$ cat src/include/dual_issue_settings.svh
`ifndef DUAL_ISSUE_SETTINGS_SVH
`define DUAL_ISSUE_SETTINGS_SVH

// Instruction queue entries, a power of two.
`define QUEUE_DEPTH       16

// Primary opcodes.
`define OP_SPECIAL_INST   6'b000000
`define OP_REGIMM         6'b000001
`define OP_J              6'b000010
`define OP_JAL            6'b000011
`define OP_BEQ            6'b000100
`define OP_BNE            6'b000101
`define OP_ADDIU          6'b001001
`define OP_ORI            6'b001101
`define OP_LUI            6'b001111
`define OP_COP0           6'b010000
`define OP_LW             6'b100011
`define OP_SW             6'b101011

// Function codes of the SPECIAL group.
`define FN_JR             6'b001000
`define FN_SYSCALL        6'b001100
`define FN_MFHI           6'b010000
`define FN_MFLO           6'b010010
`define FN_MULT           6'b011000
`define FN_DIV            6'b011010

`endif

$ cat src/verilog/issue_pkg.sv
`include "dual_issue_settings.svh"

package issue_pkg;

    // One instruction word.
    typedef logic [31:0] instr_t;

    // Primary opcode field.
    typedef logic [5:0] opcode_t;

    // General purpose register number.
    typedef logic [4:0] reg_addr_t;

    // Queue index and queue occupancy, the latter up to full.
    typedef logic [$clog2(`QUEUE_DEPTH)-1:0] q_ptr_t;
    typedef logic [$clog2(`QUEUE_DEPTH+1)-1:0] q_count_t;

    // Dual-issued pair counter.
    typedef logic [15:0] pair_count_t;

endpackage

$ cat src/verilog/inst_queue.sv
`timescale 1ns/1ps
`include "dual_issue_settings.svh"

module inst_queue (
    input  logic                clk,
    input  logic                rst_n,
    input  logic                in_valid,
    input  logic                in_pair,
    input  issue_pkg::instr_t   in_instr0,
    input  issue_pkg::instr_t   in_instr1,
    input  logic [1:0]          pop_count,
    output issue_pkg::instr_t   head_instr,
    output issue_pkg::instr_t   next_instr,
    output logic                empty,
    output logic                almost_empty,
    output logic                in_ready
);

    issue_pkg::instr_t   mem [`QUEUE_DEPTH];
    issue_pkg::q_ptr_t   wr_ptr;
    issue_pkg::q_ptr_t   rd_ptr;
    issue_pkg::q_ptr_t   wr_ptr_plus1;
    issue_pkg::q_ptr_t   rd_ptr_plus1;
    issue_pkg::q_count_t count;
    issue_pkg::q_count_t push_num;
    logic                push;

    // Room for a full pair is required, even for a single push.
    assign in_ready = count <= issue_pkg::q_count_t'(`QUEUE_DEPTH - 2);
    assign push     = in_valid && in_ready;

    always_comb begin
        if (!push) begin
            push_num = '0;
        end else if (in_pair) begin
            push_num = issue_pkg::q_count_t'(2);
        end else begin
            push_num = issue_pkg::q_count_t'(1);
        end
    end

    // Pointers wrap on their own since the depth is a power of two.
    assign wr_ptr_plus1 = wr_ptr + 1'b1;
    assign rd_ptr_plus1 = rd_ptr + 1'b1;

    always_ff @(posedge clk) begin
        if (push) begin
            mem[wr_ptr] <= in_instr0;
            if (in_pair) begin
                mem[wr_ptr_plus1] <= in_instr1;
            end
        end
    end

    always_ff @(posedge clk) begin
        if (!rst_n) begin
            wr_ptr <= '0;
            rd_ptr <= '0;
            count  <= '0;
        end else begin
            wr_ptr <= wr_ptr + issue_pkg::q_ptr_t'(push_num);
            rd_ptr <= rd_ptr + issue_pkg::q_ptr_t'(pop_count);
            count  <= count + push_num - issue_pkg::q_count_t'(pop_count);
        end
    end

    assign head_instr = mem[rd_ptr];
    assign next_instr = mem[rd_ptr_plus1];

    assign empty        = count == '0;
    assign almost_empty = count == issue_pkg::q_count_t'(1);

endmodule

$ cat src/verilog/inst_decode.sv
`timescale 1ns/1ps
`include "dual_issue_settings.svh"

module inst_decode (
    input  issue_pkg::instr_t       instr,
    output issue_pkg::opcode_t      op,
    output issue_pkg::reg_addr_t    rs,
    output issue_pkg::reg_addr_t    rt,
    output issue_pkg::reg_addr_t    reg_waddr,
    output logic                    reg_wen,
    output logic                    mem_en,
    output logic                    mem_to_reg,
    output logic                    is_branch,
    output logic                    is_spec_inst,
    output logic                    is_only_in_master
);

    issue_pkg::reg_addr_t rd;
    logic [5:0]           funct;

    assign op    = instr[31:26];
    assign rs    = instr[25:21];
    assign rt    = instr[20:16];
    assign rd    = instr[15:11];
    assign funct = instr[5:0];

    always_comb begin
        reg_wen           = 1'b0;
        reg_waddr         = rt;
        mem_en            = 1'b0;
        mem_to_reg        = 1'b0;
        is_branch         = 1'b0;
        is_spec_inst      = 1'b0;
        is_only_in_master = 1'b0;
        case (op)
            `OP_SPECIAL_INST: begin
                reg_waddr = rd;
                case (funct)
                    `FN_JR:                is_branch = 1'b1;
                    `FN_SYSCALL:           is_only_in_master = 1'b1;
                    // HI/LO writers; no GPR result.
                    `FN_MULT, `FN_DIV:     is_spec_inst = 1'b1;
                    `FN_MFHI, `FN_MFLO: begin
                        is_spec_inst = 1'b1;
                        reg_wen      = 1'b1;
                    end
                    default:               reg_wen = 1'b1;
                endcase
            end
            `OP_REGIMM, `OP_J, `OP_BEQ, `OP_BNE: is_branch = 1'b1;
            `OP_JAL: begin
                is_branch = 1'b1;
                reg_wen   = 1'b1;
                reg_waddr = 5'd31;
            end
            `OP_LW: begin
                mem_en     = 1'b1;
                mem_to_reg = 1'b1;
                reg_wen    = 1'b1;
            end
            `OP_SW:                        mem_en = 1'b1;
            `OP_ADDIU, `OP_ORI, `OP_LUI:   reg_wen = 1'b1;
            `OP_COP0: begin
                is_only_in_master = 1'b1;
                // MFC0 writes rt.
                reg_wen           = rs == 5'd0;
            end
            default: ;
        endcase
    end

endmodule

$ cat src/verilog/issue_ctrl.sv
`timescale 1ns/1ps
`include "dual_issue_settings.svh"

module issue_ctrl (
    input  logic                    D_master_en,
    input  logic                    D_master_reg_wen,
    input  logic                    D_master_mem_en,
    input  issue_pkg::reg_addr_t    D_master_reg_waddr,
    input  logic                    D_master_is_branch,
    input  logic                    D_master_is_spec_inst,
    input  logic                    E_master_memtoReg,
    input  logic                    M_master_memtoReg,
    input  issue_pkg::reg_addr_t    E_master_reg_waddr,
    input  issue_pkg::reg_addr_t    M_master_reg_waddr,
    input  issue_pkg::opcode_t      D_slave_op,
    input  issue_pkg::reg_addr_t    D_slave_rs,
    input  issue_pkg::reg_addr_t    D_slave_rt,
    input  logic                    D_slave_mem_en,
    input  logic                    D_slave_is_branch,
    input  logic                    D_slave_is_spec_inst,
    input  logic                    D_slave_is_only_in_master,
    input  logic                    fifo_empty,
    input  logic                    fifo_almost_empty,
    output logic                    D_slave_is_in_delayslot,
    output logic                    D_slave_en
);

    logic fifo_ok;
    logic struct_ok;
    logic dep_ok;
    logic load_stall;

    // Two entries must be present for a pair.
    assign fifo_ok = !(fifo_empty || fifo_almost_empty);

    assign struct_ok = D_master_en && !D_master_mem_en && !D_master_is_branch
                     && !D_master_is_spec_inst && !D_slave_mem_en && !D_slave_is_branch
                     && !D_slave_is_spec_inst && !D_slave_is_only_in_master;

    always_comb begin
        dep_ok = 1'b1;
        if (D_master_reg_wen && (D_master_reg_waddr != 5'd0)) begin
            // Only R-type slaves read rt as a source.
            if (D_slave_op == `OP_SPECIAL_INST) begin
                dep_ok = (D_slave_rs != D_master_reg_waddr) && (D_slave_rt != D_master_reg_waddr);
            end else begin
                dep_ok = D_slave_rs != D_master_reg_waddr;
            end
        end
    end

    assign load_stall =
        (E_master_memtoReg && (D_slave_rs == E_master_reg_waddr || D_slave_rt == E_master_reg_waddr))
     || (M_master_memtoReg && (D_slave_rs == M_master_reg_waddr || D_slave_rt == M_master_reg_waddr));

    assign D_slave_en              = struct_ok && dep_ok && fifo_ok && !load_stall;
    assign D_slave_is_in_delayslot = D_master_is_branch && D_slave_en;

endmodule

$ cat src/verilog/load_stage_track.sv
`timescale 1ns/1ps

module load_stage_track (
    input  logic                    clk,
    input  logic                    rst_n,
    input  logic                    d_mem_to_reg,
    input  issue_pkg::reg_addr_t    d_waddr,
    output logic                    e_mem_to_reg,
    output issue_pkg::reg_addr_t    e_waddr,
    output logic                    m_mem_to_reg,
    output issue_pkg::reg_addr_t    m_waddr
);

    // Load flags, one stage per cycle.
    always_ff @(posedge clk) begin
        if (!rst_n) begin
            e_mem_to_reg <= 1'b0;
            m_mem_to_reg <= 1'b0;
        end else begin
            e_mem_to_reg <= d_mem_to_reg;
            m_mem_to_reg <= e_mem_to_reg;
        end
    end

    // Destination only matters while its flag is set.
    always_ff @(posedge clk) begin
        e_waddr <= d_waddr;
        m_waddr <= e_waddr;
    end

endmodule

$ cat src/verilog/issue_config.sv
`timescale 1ns/1ps

module issue_config (
    input  logic                    clk,
    input  logic                    rst_n,
    input  logic                    cfg_we,
    input  logic                    cfg_wdata,
    input  logic                    pair_issued,
    output logic                    dual_en,
    output issue_pkg::pair_count_t  pair_count
);

    // Dual issue is on out of reset.
    always_ff @(posedge clk) begin
        if (!rst_n) begin
            dual_en <= 1'b1;
        end else if (cfg_we) begin
            dual_en <= cfg_wdata;
        end
    end

    // Saturates at all ones.
    always_ff @(posedge clk) begin
        if (!rst_n) begin
            pair_count <= '0;
        end else if (pair_issued && (pair_count != '1)) begin
            pair_count <= pair_count + 1'b1;
        end
    end

endmodule

$ cat src/verilog/dual_issue_front.sv
`timescale 1ns/1ps

module dual_issue_front (
    input  logic                    clk,
    input  logic                    rst_n,
    input  logic                    in_valid,
    input  logic                    in_pair,
    input  issue_pkg::instr_t       in_instr0,
    input  issue_pkg::instr_t       in_instr1,
    input  logic                    cfg_we,
    input  logic                    cfg_wdata,
    output logic                    in_ready,
    output logic                    issue_valid0,
    output issue_pkg::instr_t       issue_instr0,
    output logic                    issue_valid1,
    output issue_pkg::instr_t       issue_instr1,
    output logic                    slave_is_in_delayslot,
    output logic                    dual_en,
    output issue_pkg::pair_count_t  pair_count
);

    logic                   empty;
    logic                   almost_empty;
    logic [1:0]             pop_count;
    logic                   slave_ok;

    issue_pkg::reg_addr_t   m_waddr_d;
    logic                   m_reg_wen;
    logic                   m_mem_en;
    logic                   m_mem_to_reg;
    logic                   m_is_branch;
    logic                   m_is_spec;

    issue_pkg::opcode_t     s_op;
    issue_pkg::reg_addr_t   s_rs;
    issue_pkg::reg_addr_t   s_rt;
    logic                   s_mem_en;
    logic                   s_is_branch;
    logic                   s_is_spec;
    logic                   s_only_master;

    logic                   e_load;
    logic                   m_load;
    issue_pkg::reg_addr_t   e_load_waddr;
    issue_pkg::reg_addr_t   m_load_waddr;

    // The head always issues when present.
    assign issue_valid0 = !empty;
    assign issue_valid1 = slave_ok && dual_en;
    assign pop_count    = {1'b0, issue_valid0} + {1'b0, issue_valid1};

    inst_queue u_queue (
        .clk(clk), .rst_n(rst_n), .in_valid(in_valid), .in_pair(in_pair),
        .in_instr0(in_instr0), .in_instr1(in_instr1), .pop_count(pop_count),
        .head_instr(issue_instr0), .next_instr(issue_instr1),
        .empty(empty), .almost_empty(almost_empty), .in_ready(in_ready)
    );

    inst_decode master_dec (
        .instr(issue_instr0), .op(), .rs(), .rt(), .reg_waddr(m_waddr_d),
        .reg_wen(m_reg_wen), .mem_en(m_mem_en), .mem_to_reg(m_mem_to_reg),
        .is_branch(m_is_branch), .is_spec_inst(m_is_spec), .is_only_in_master()
    );

    inst_decode slave_dec (
        .instr(issue_instr1), .op(s_op), .rs(s_rs), .rt(s_rt), .reg_waddr(),
        .reg_wen(), .mem_en(s_mem_en), .mem_to_reg(),
        .is_branch(s_is_branch), .is_spec_inst(s_is_spec), .is_only_in_master(s_only_master)
    );

    issue_ctrl u_issue_ctrl (
        .D_master_en(issue_valid0), .D_master_reg_wen(m_reg_wen),
        .D_master_mem_en(m_mem_en), .D_master_reg_waddr(m_waddr_d),
        .D_master_is_branch(m_is_branch), .D_master_is_spec_inst(m_is_spec),
        .E_master_memtoReg(e_load), .M_master_memtoReg(m_load),
        .E_master_reg_waddr(e_load_waddr), .M_master_reg_waddr(m_load_waddr),
        .D_slave_op(s_op), .D_slave_rs(s_rs), .D_slave_rt(s_rt),
        .D_slave_mem_en(s_mem_en), .D_slave_is_branch(s_is_branch),
        .D_slave_is_spec_inst(s_is_spec), .D_slave_is_only_in_master(s_only_master),
        .fifo_empty(empty), .fifo_almost_empty(almost_empty),
        .D_slave_is_in_delayslot(slave_is_in_delayslot), .D_slave_en(slave_ok)
    );

    load_stage_track u_load_track (
        .clk(clk), .rst_n(rst_n), .d_mem_to_reg(m_mem_to_reg && issue_valid0),
        .d_waddr(m_waddr_d), .e_mem_to_reg(e_load), .e_waddr(e_load_waddr),
        .m_mem_to_reg(m_load), .m_waddr(m_load_waddr)
    );

    issue_config u_config (
        .clk(clk), .rst_n(rst_n), .cfg_we(cfg_we), .cfg_wdata(cfg_wdata),
        .pair_issued(issue_valid1), .dual_en(dual_en), .pair_count(pair_count)
    );

endmodule

$ cat config.mk
export PLATFORM = sky130hd
export DESIGN_NAME = dual_issue_front
export DESIGN_NICKNAME = d
export VERILOG_FILES = /design/src/verilog/issue_pkg.sv /design/src/verilog/inst_queue.sv /design/src/verilog/inst_decode.sv /design/src/verilog/issue_ctrl.sv /design/src/verilog/load_stage_track.sv /design/src/verilog/issue_config.sv /design/src/verilog/dual_issue_front.sv
export VERILOG_INCLUDE_DIRS = /design/src /design/src/include
export SDC_FILE = /design/constraint.sdc
export NUM_CORES = 1
export LEC_CHECK = 0
export ABC_AREA = 0
export BUFFER_PORTS_ARGS = -buffer_cell sky130_fd_sc_hd__buf_4
export CORE_MARGIN = 10
export CORE_UTILIZATION = 35
export DETAILED_ROUTE_END_ITERATION = 16
export GPL_ROUTABILITY_DRIVEN = 0
export SLEW_MARGIN = 20
export SYNTH_ARGS = -nofsm -noshare
export SYNTH_HDL_FRONTEND = slang
export SYNTH_SLANG_ARGS = --single-unit
$ cat constraint.sdc
create_clock -name clk -period 7.18 [get_ports clk]
set_clock_uncertainty 0.05 [all_clocks]
set_input_delay 1.436 -clock clk [delete_from_list [all_inputs] [get_ports clk]]
set_output_delay 1.436 -clock clk [all_outputs]
set_load 0.1 [all_outputs]
==> results.cfg, run 1 <==
[layout]
largest_reg_flops = 512
instances_no_fill = 3339
final_layout_size_suffix_gt1_frac = 0.561
multi_input_area_sq_um = 15500
final_area_sq_um = 37100
reg_top3 = u_queue.mem: 512 flops, u_config.pair_count: 16 flops
fillers = 8261
area_growth_pct = 14.4
regArea_sq_um = 16200
nets = 2134
regMostFlops = u_queue.mem

[die]
die_w_microns = 324
core-area_sq_um = 91800
row_count = 111
start_util = 0.353
fp.dieH_microns = 324
ioPinCount = 155
design.die.area_sq_um = 105000

[global_routing]
grt_max_degree = 102
grt_pass1_wl_microns = 158000
antenna_found_initial = 9
grtUsageTotal = 0.203
grt-ovfl-total = 0
grt_pass1_vias = 21009

[synth]
synthTopCellsByArea = edfxtp_1 47%, mux4_2 21%, mux2_2 18%, dfxtp_1 2.6%, clkbuf_1 1.3%
ys_warn_count = 0
synth_top_area_frac = 0.474
synth_cell_type_count = 71
synth_top_flop_cell = edfxtp_1
ys_ff_latch = 554
async_reset_ff_frac = 0
syn_nets = 2053
netlist_area_sq_um = 32400
yosys.area.top_type = edfxtp_1
synth_edf_count = 512
synth_most_common_cell = mux2_2
yosysSeqAreaShare = 0.500
synth.avg_cell_area_sq_um = 16.5
syn_inst = 1964
yosys-top-cells-count = 514 x mux2_2, 512 x edfxtp_1, 300 x mux4_2, 112 x clkbuf_1, 47 x nand2_1

[worst_setup_path]
worst-setup-path-type = reg -> out
reg2regPathDepth = 22
r2r_setup_slack_ns = 0.80
start_kind = register
reg2reg_to = u_queue.count[4]
r2r-start = u_queue.rd_ptr[0]
crit_required_ns = 5.69
cp.arrival_ns = 5.27
cp_max_fo = 41
crit_start = u_queue.rd_ptr[0]
end_kind = output port

[clock_tree]
cts_max_level = 2
cts_tree = yes
numCtsBuffers = 61
clk_pin_slew_ns = 0.06
clock-sinks = 554
clockBufferDepth = 3
ctsResizeCount = 0
clock-root-buffer = clkbuf_16
post-cts-setup-buffer-count = 0
clk_latency_ns = 0.66
ctsHoldBuffers = 0

[pwr]
p_leak_uw = 0.0121
ir_drop_mv = 0.442
power.density_nw_per_um2 = 402

[detailed_routing]
antenna_left = 0
wl_per_cell_microns = 32.9
wirelength_microns = 110000
via_per_inst = 6.04
drt_iter0_drc = 2332
first_pass_iters = 7
drcViolationCount = 0
vias = 20155

[timing]
hold_violations = 0
rsz0062_at_grt = no
worst_pin_slew_ns = 1.14
drv_slew = 0
max_freq_mhz = 148
setup_viol = 0
slew_headroom = 0.238
min_period_ns = 6.76
tns_ns = 0
finalCritPeriodShare = 0.941

[hold_path]
min_to = u_load_track.m_waddr[2]
min_path_type = reg -> reg
holdCritStartpoint = u_load_track.e_waddr[2]
hold_path_depth = 0

[place]
hpwl_microns = 64800
place_area_sq_um = 35000
port_buffers = 153
post-place-cells = 3223

[flow_run]
drv_cap = 0

[outcome]
status = complete, no violations
## final cells by class
type,instances,share of cell area
sequential,554,0.437
multi-input combinational,1186,0.417
timing repair buffer,213,0.0453
clock buffer,72,0.0428
tap,1243,0.0419
clock inverter,39,0.0122
inverter,29,0.00293
antenna,3,0.000202
## power by group
part           switching [uW]  leakage [uW]  internal (uW)
clock                    1380      0.000983           1900
sequential                158       0.00497           3730
combinational            5070       0.00616           2700
total                    6610        0.0121           8330
## metrics by stage
step | utilization | power, uW | worst slack [ns] | hold WS (ns)
global placement | 0.381 | 11700 | 0.904 | 0.337
global route | 0.404 | 15500 | 0.119 | 0.354
detailed placement | 0.381 | 11700 | 0.848 | 0.342
CTS | 0.404 | 15000 | 0.393 | 0.348
finish | 0.404 | 14900 | 0.424 | 0.347
floorplan | - | 9820 | 0.161 | 0.324
## how the worst max path moves through the flow
stage	slack, ns	depth (start not counted)	to
CTS	0.39	12	issue_valid1
global route	0.12	12	issue_valid1
finish	0.42	12	issue_valid1
floorplan	0.16	23	u_queue.count[4]
global placement	0.90	21	u_queue.count[4]
detailed placement	0.85	22	u_queue.count[4]
## worst max-delay path: stages, from the launching register on
cell and delay [ns]:
dfxtp_4 0.57, buf_4 0.61, mux4_2 0.64, a221oi_4 0.43
inv_1 0.16, nor2_2 0.33, nand2_4 0.15, o22a_1 0.27
a222oi_1 0.37, nand4_1 0.21, a221oi_4 0.48, nor3b_4 0.10
buf_4 0.25
## layer usage
| metal | GRT usage | routed length (microns) |
|---|---|---|
| met5 | 0 | 79 |
| met4 | 0.0720 | 3560 |
| met3 | 0.0451 | 8930 |
| met2 | 0.339 | 54100 |
| met1 | 0.257 | 43300 |
## kinds of logic (layout without fill, tap and decap cells)
logic type / after synthesis / count (layout) / synth area share
mux: 843 / 843 / 0.397
flops: 554 / 554 / 0.500
buf+inv: 224 / 353 / 0.0314
simple gates: 195 / 195 / 0.0319
compound gates: 87 / 87 / 0.0201
xor+xnor: 41 / 41 / 0.0115
fa+ha+maj: 19 / 19 / 0.00826
other cells: 1 / 4 / 0.000116
## cells in the final DEF (no fill, tap or decap), drive strengths merged, types with 4 or more instances in the layout
master,count
a211oi,7
a21oi,15
a22o,4
a22oi,9
a31oi,6
a41oi,4
and2,22
and3,13
buf,213
bufinv,9
clkbuf,72
clkinv,23
clkinvlp,6
dfxtp,42
edfxtp,512
fa,4
ha,15
inv,30
mux2,514
mux2i,28
mux4,301
nand2,48
nand2b,8
nand3,12
nand4,9
nor2,46
nor2b,8
nor3,9
nor4,4
o21ai,8
o22ai,6
xnor2,24
xor2,17
(Power assumes the default switching activity.)
==> run 2: changes to the inputs <==
--- a/config.mk
+++ b/config.mk
@@ -12,6 +12,7 @@
 export CORE_UTILIZATION = 35
 export DETAILED_ROUTE_END_ITERATION = 16
 export GPL_ROUTABILITY_DRIVEN = 0
+export GPL_TIMING_DRIVEN = 0
 export SLEW_MARGIN = 20
 export SYNTH_ARGS = -nofsm -noshare
 export SYNTH_HDL_FRONTEND = slang
==> run 2 against run 1 <==
- global-route usage is 1.8 points higher
- critical path type unchanged
- count of clock-buffer cells in the layout is 13 higher
- die area stayed put
- combinational power is 7.5% higher
- largest cell class unchanged
==> results.cfg, run 2 (synthesized netlist as in run 1, its figures left out) <==
[worst_setup_path]
crit_family = simple AND/OR/NAND/NOR gates
crit_top_cell = buf_2
cp_max_fo = 10
crit_path_max_incr_delay_ns = 0.74
r2r_setup_slack_ns = 0.66
end_kind = output port
worst-setup-path-type = reg -> out
critPathBufInv = 4
start_kind = register
cp.arrival_ns = 5.47
crit_start = u_queue.rd_ptr[2]
path_cells = buf_2 -> buf_2 -> mux4_2 -> a22oi_1 -> nand2_1 -> nor4b_4 -> nand2_4 -> o22a_1 -> nor4_1 -> a221oi_4 -> buf_12 -> nor3b_4 -> buf_4
r2r-start = u_queue.rd_ptr[1]
crit_required_ns = 5.69
crit_path_top_delay_cell = nor4b_4

[clock_tree]
cts_tree = yes
ctsHoldBuffers = 0
numCtsBuffers = 68
clk_latency_ns = 0.64
cts_max_level = 3
clock-root-buffer = clkbuf_16
clock-sinks = 554
clk_pin_slew_ns = 0.06
clockBufferDepth = 3

[detailed_routing]
wl_per_cell_microns = 34.2
antenna_left = 0
first_pass_iters = 6
wirelength_microns = 121000
via_per_inst = 6.17
vias = 21726
drcViolationCount = 0
drt_iter0_drc = 3017

[hold_path]
holdCritStartpoint = u_load_track.e_waddr[4]
min_path_type = reg -> reg

[layout]
instances_no_fill = 3523
area_growth_pct = 18.9
largest_reg_flops = 512
reg_top3 = u_queue.mem: 512 flops, u_config.pair_count: 16 flops
nets = 2317
final_layout_size_suffix_gt1_frac = 0.532
regMostFlops = u_queue.mem
mostFrequentLayoutCells = 514 x mux2_2, 512 x edfxtp_1, 300 x mux4_2
final_common_cell = mux2_2
final_area_sq_um = 38600

[timing]
setup_viol = 0
drv_slew = 0
min_period_ns = 6.96
rsz0062_at_grt = no
finalCritPeriodShare = 0.969
max_freq_mhz = 144
worst_pin_slew_ns = 1.24
slew_headroom = 0.171
hold_violations = 0

[place]
place_area_sq_um = 36300
port_buffers = 152
post-place-cells = 3400
hpwl_microns = 84500

[global_routing]
grt_pass1_wl_microns = 168000
grt_pass1_vias = 22401
grt_max_degree = 20
antenna_found_initial = 13
grt-ovfl-total = 0
grtUsageTotal = 0.222

[flow_run]
drv_cap = 0

[die]
fp.dieH_microns = 324
design.die.area_sq_um = 105000
ioPinCount = 155
row_count = 111
core-area_sq_um = 91800
die_w_microns = 324
start_util = 0.353

[outcome]
status = complete, no violations

[pwr]
ir_drop_mv = 0.323
p_leak_uw = 0.0127
power.density_nw_per_um2 = 404
## run 2: changes by cell type in the layout (fill, tap and decap cells not counted), sizes merged, moves of 2 or more
cell and delta:
buf +59, bufinv -4, clkbuf +129, clkinv +2, clkinvlp -5, inv +3
## run 2: path summary, 6_finish.rpt
| check | end | depth (start not counted) |
|---|---|---|
| hold reg to reg | u_load_track.m_waddr[4] | 0 |
| setup reg to reg | u_queue.count[4] | 23 |
| setup / recovery | issue_valid1 | 13 |
| hold / removal | u_load_track.m_waddr[4] | 0 |
## run 2: final cells by class
class / instances / area [sq um]
clock buffers: 85 / 1770
plain buffers: 194 / 947
repair buffers: 195 / 2190
clock inverters: 35 / 367
fillers: 8158 / 53200
well taps: 1243 / 1560
diodes: 2 / 5.00
inverters: 29 / 109
multi-input cells: 1186 / 15400
flip-flops and latches: 554 / 16200
## run 2: through the flow
| stage | hold WS [ns] | power (uW) | util | TNS, ns | setup slack, ns |
|---|---|---|---|---|---|
| after global routing | 0.354 | 16000 | 0.420 | 0 | 0.0336 |
| after floorplan | 0.324 | 9820 | - | 0 | 0.161 |
| after detailed placement | 0.340 | 12200 | 0.396 | -1.29 | -0.454 |
| after global placement | 0.339 | 12000 | 0.383 | -118.39 | -2.39 |
| final | 0.351 | 15600 | 0.420 | 0 | 0.221 |
| after CTS | 0.345 | 15600 | 0.420 | 0 | 0.0152 |
## run 2: timing repair
| item | CTS | global route |
|---|---|---|
| pin swaps | 1 | 0 |
| setup buffers | 2 | 0 |
| resized for setup | 7 | 10 |
| setup endpoints to repair | 8 | 7 |
## run 2: metal layers
layer,track usage,vias up,wire (microns)
li1,-,8562,-
met1,0.272,11406,44500
met2,0.358,1397,57100
met3,0.0696,343,13200
met4,0.0941,18,5630
met5,0,-,112
## run 2: worst reg2reg max path, stage by stage (launching register included)
cell	delay (ns)
dfxtp_1	0.37
buf_4	0.26
buf_2	0.47
clkbuf_4	0.42
buf_4	0.34
buf_4	0.39
mux4_2	0.58
mux4_2	0.58
nor4_4	0.34
a41oi_1	0.25
a221oi_4	0.31
buf_12	0.17
nor3b_4	0.06
ha_1	0.33
ha_1	0.28
inv_1	0.04
ha_1	0.18
inv_1	0.08
fa_1	0.21
inv_1	0.05
a21oi_1	0.11
nor2_1	0.06
or3_1	0.29
and3_1	0.19
## run 2: power breakdown
part / internal (uW) / leakage (uW) / switching [uW]
Clock: 1940 / 0.00104 / 1450
Combinational: 2800 / 0.00669 / 5550
Sequential: 3720 / 0.00497 / 105
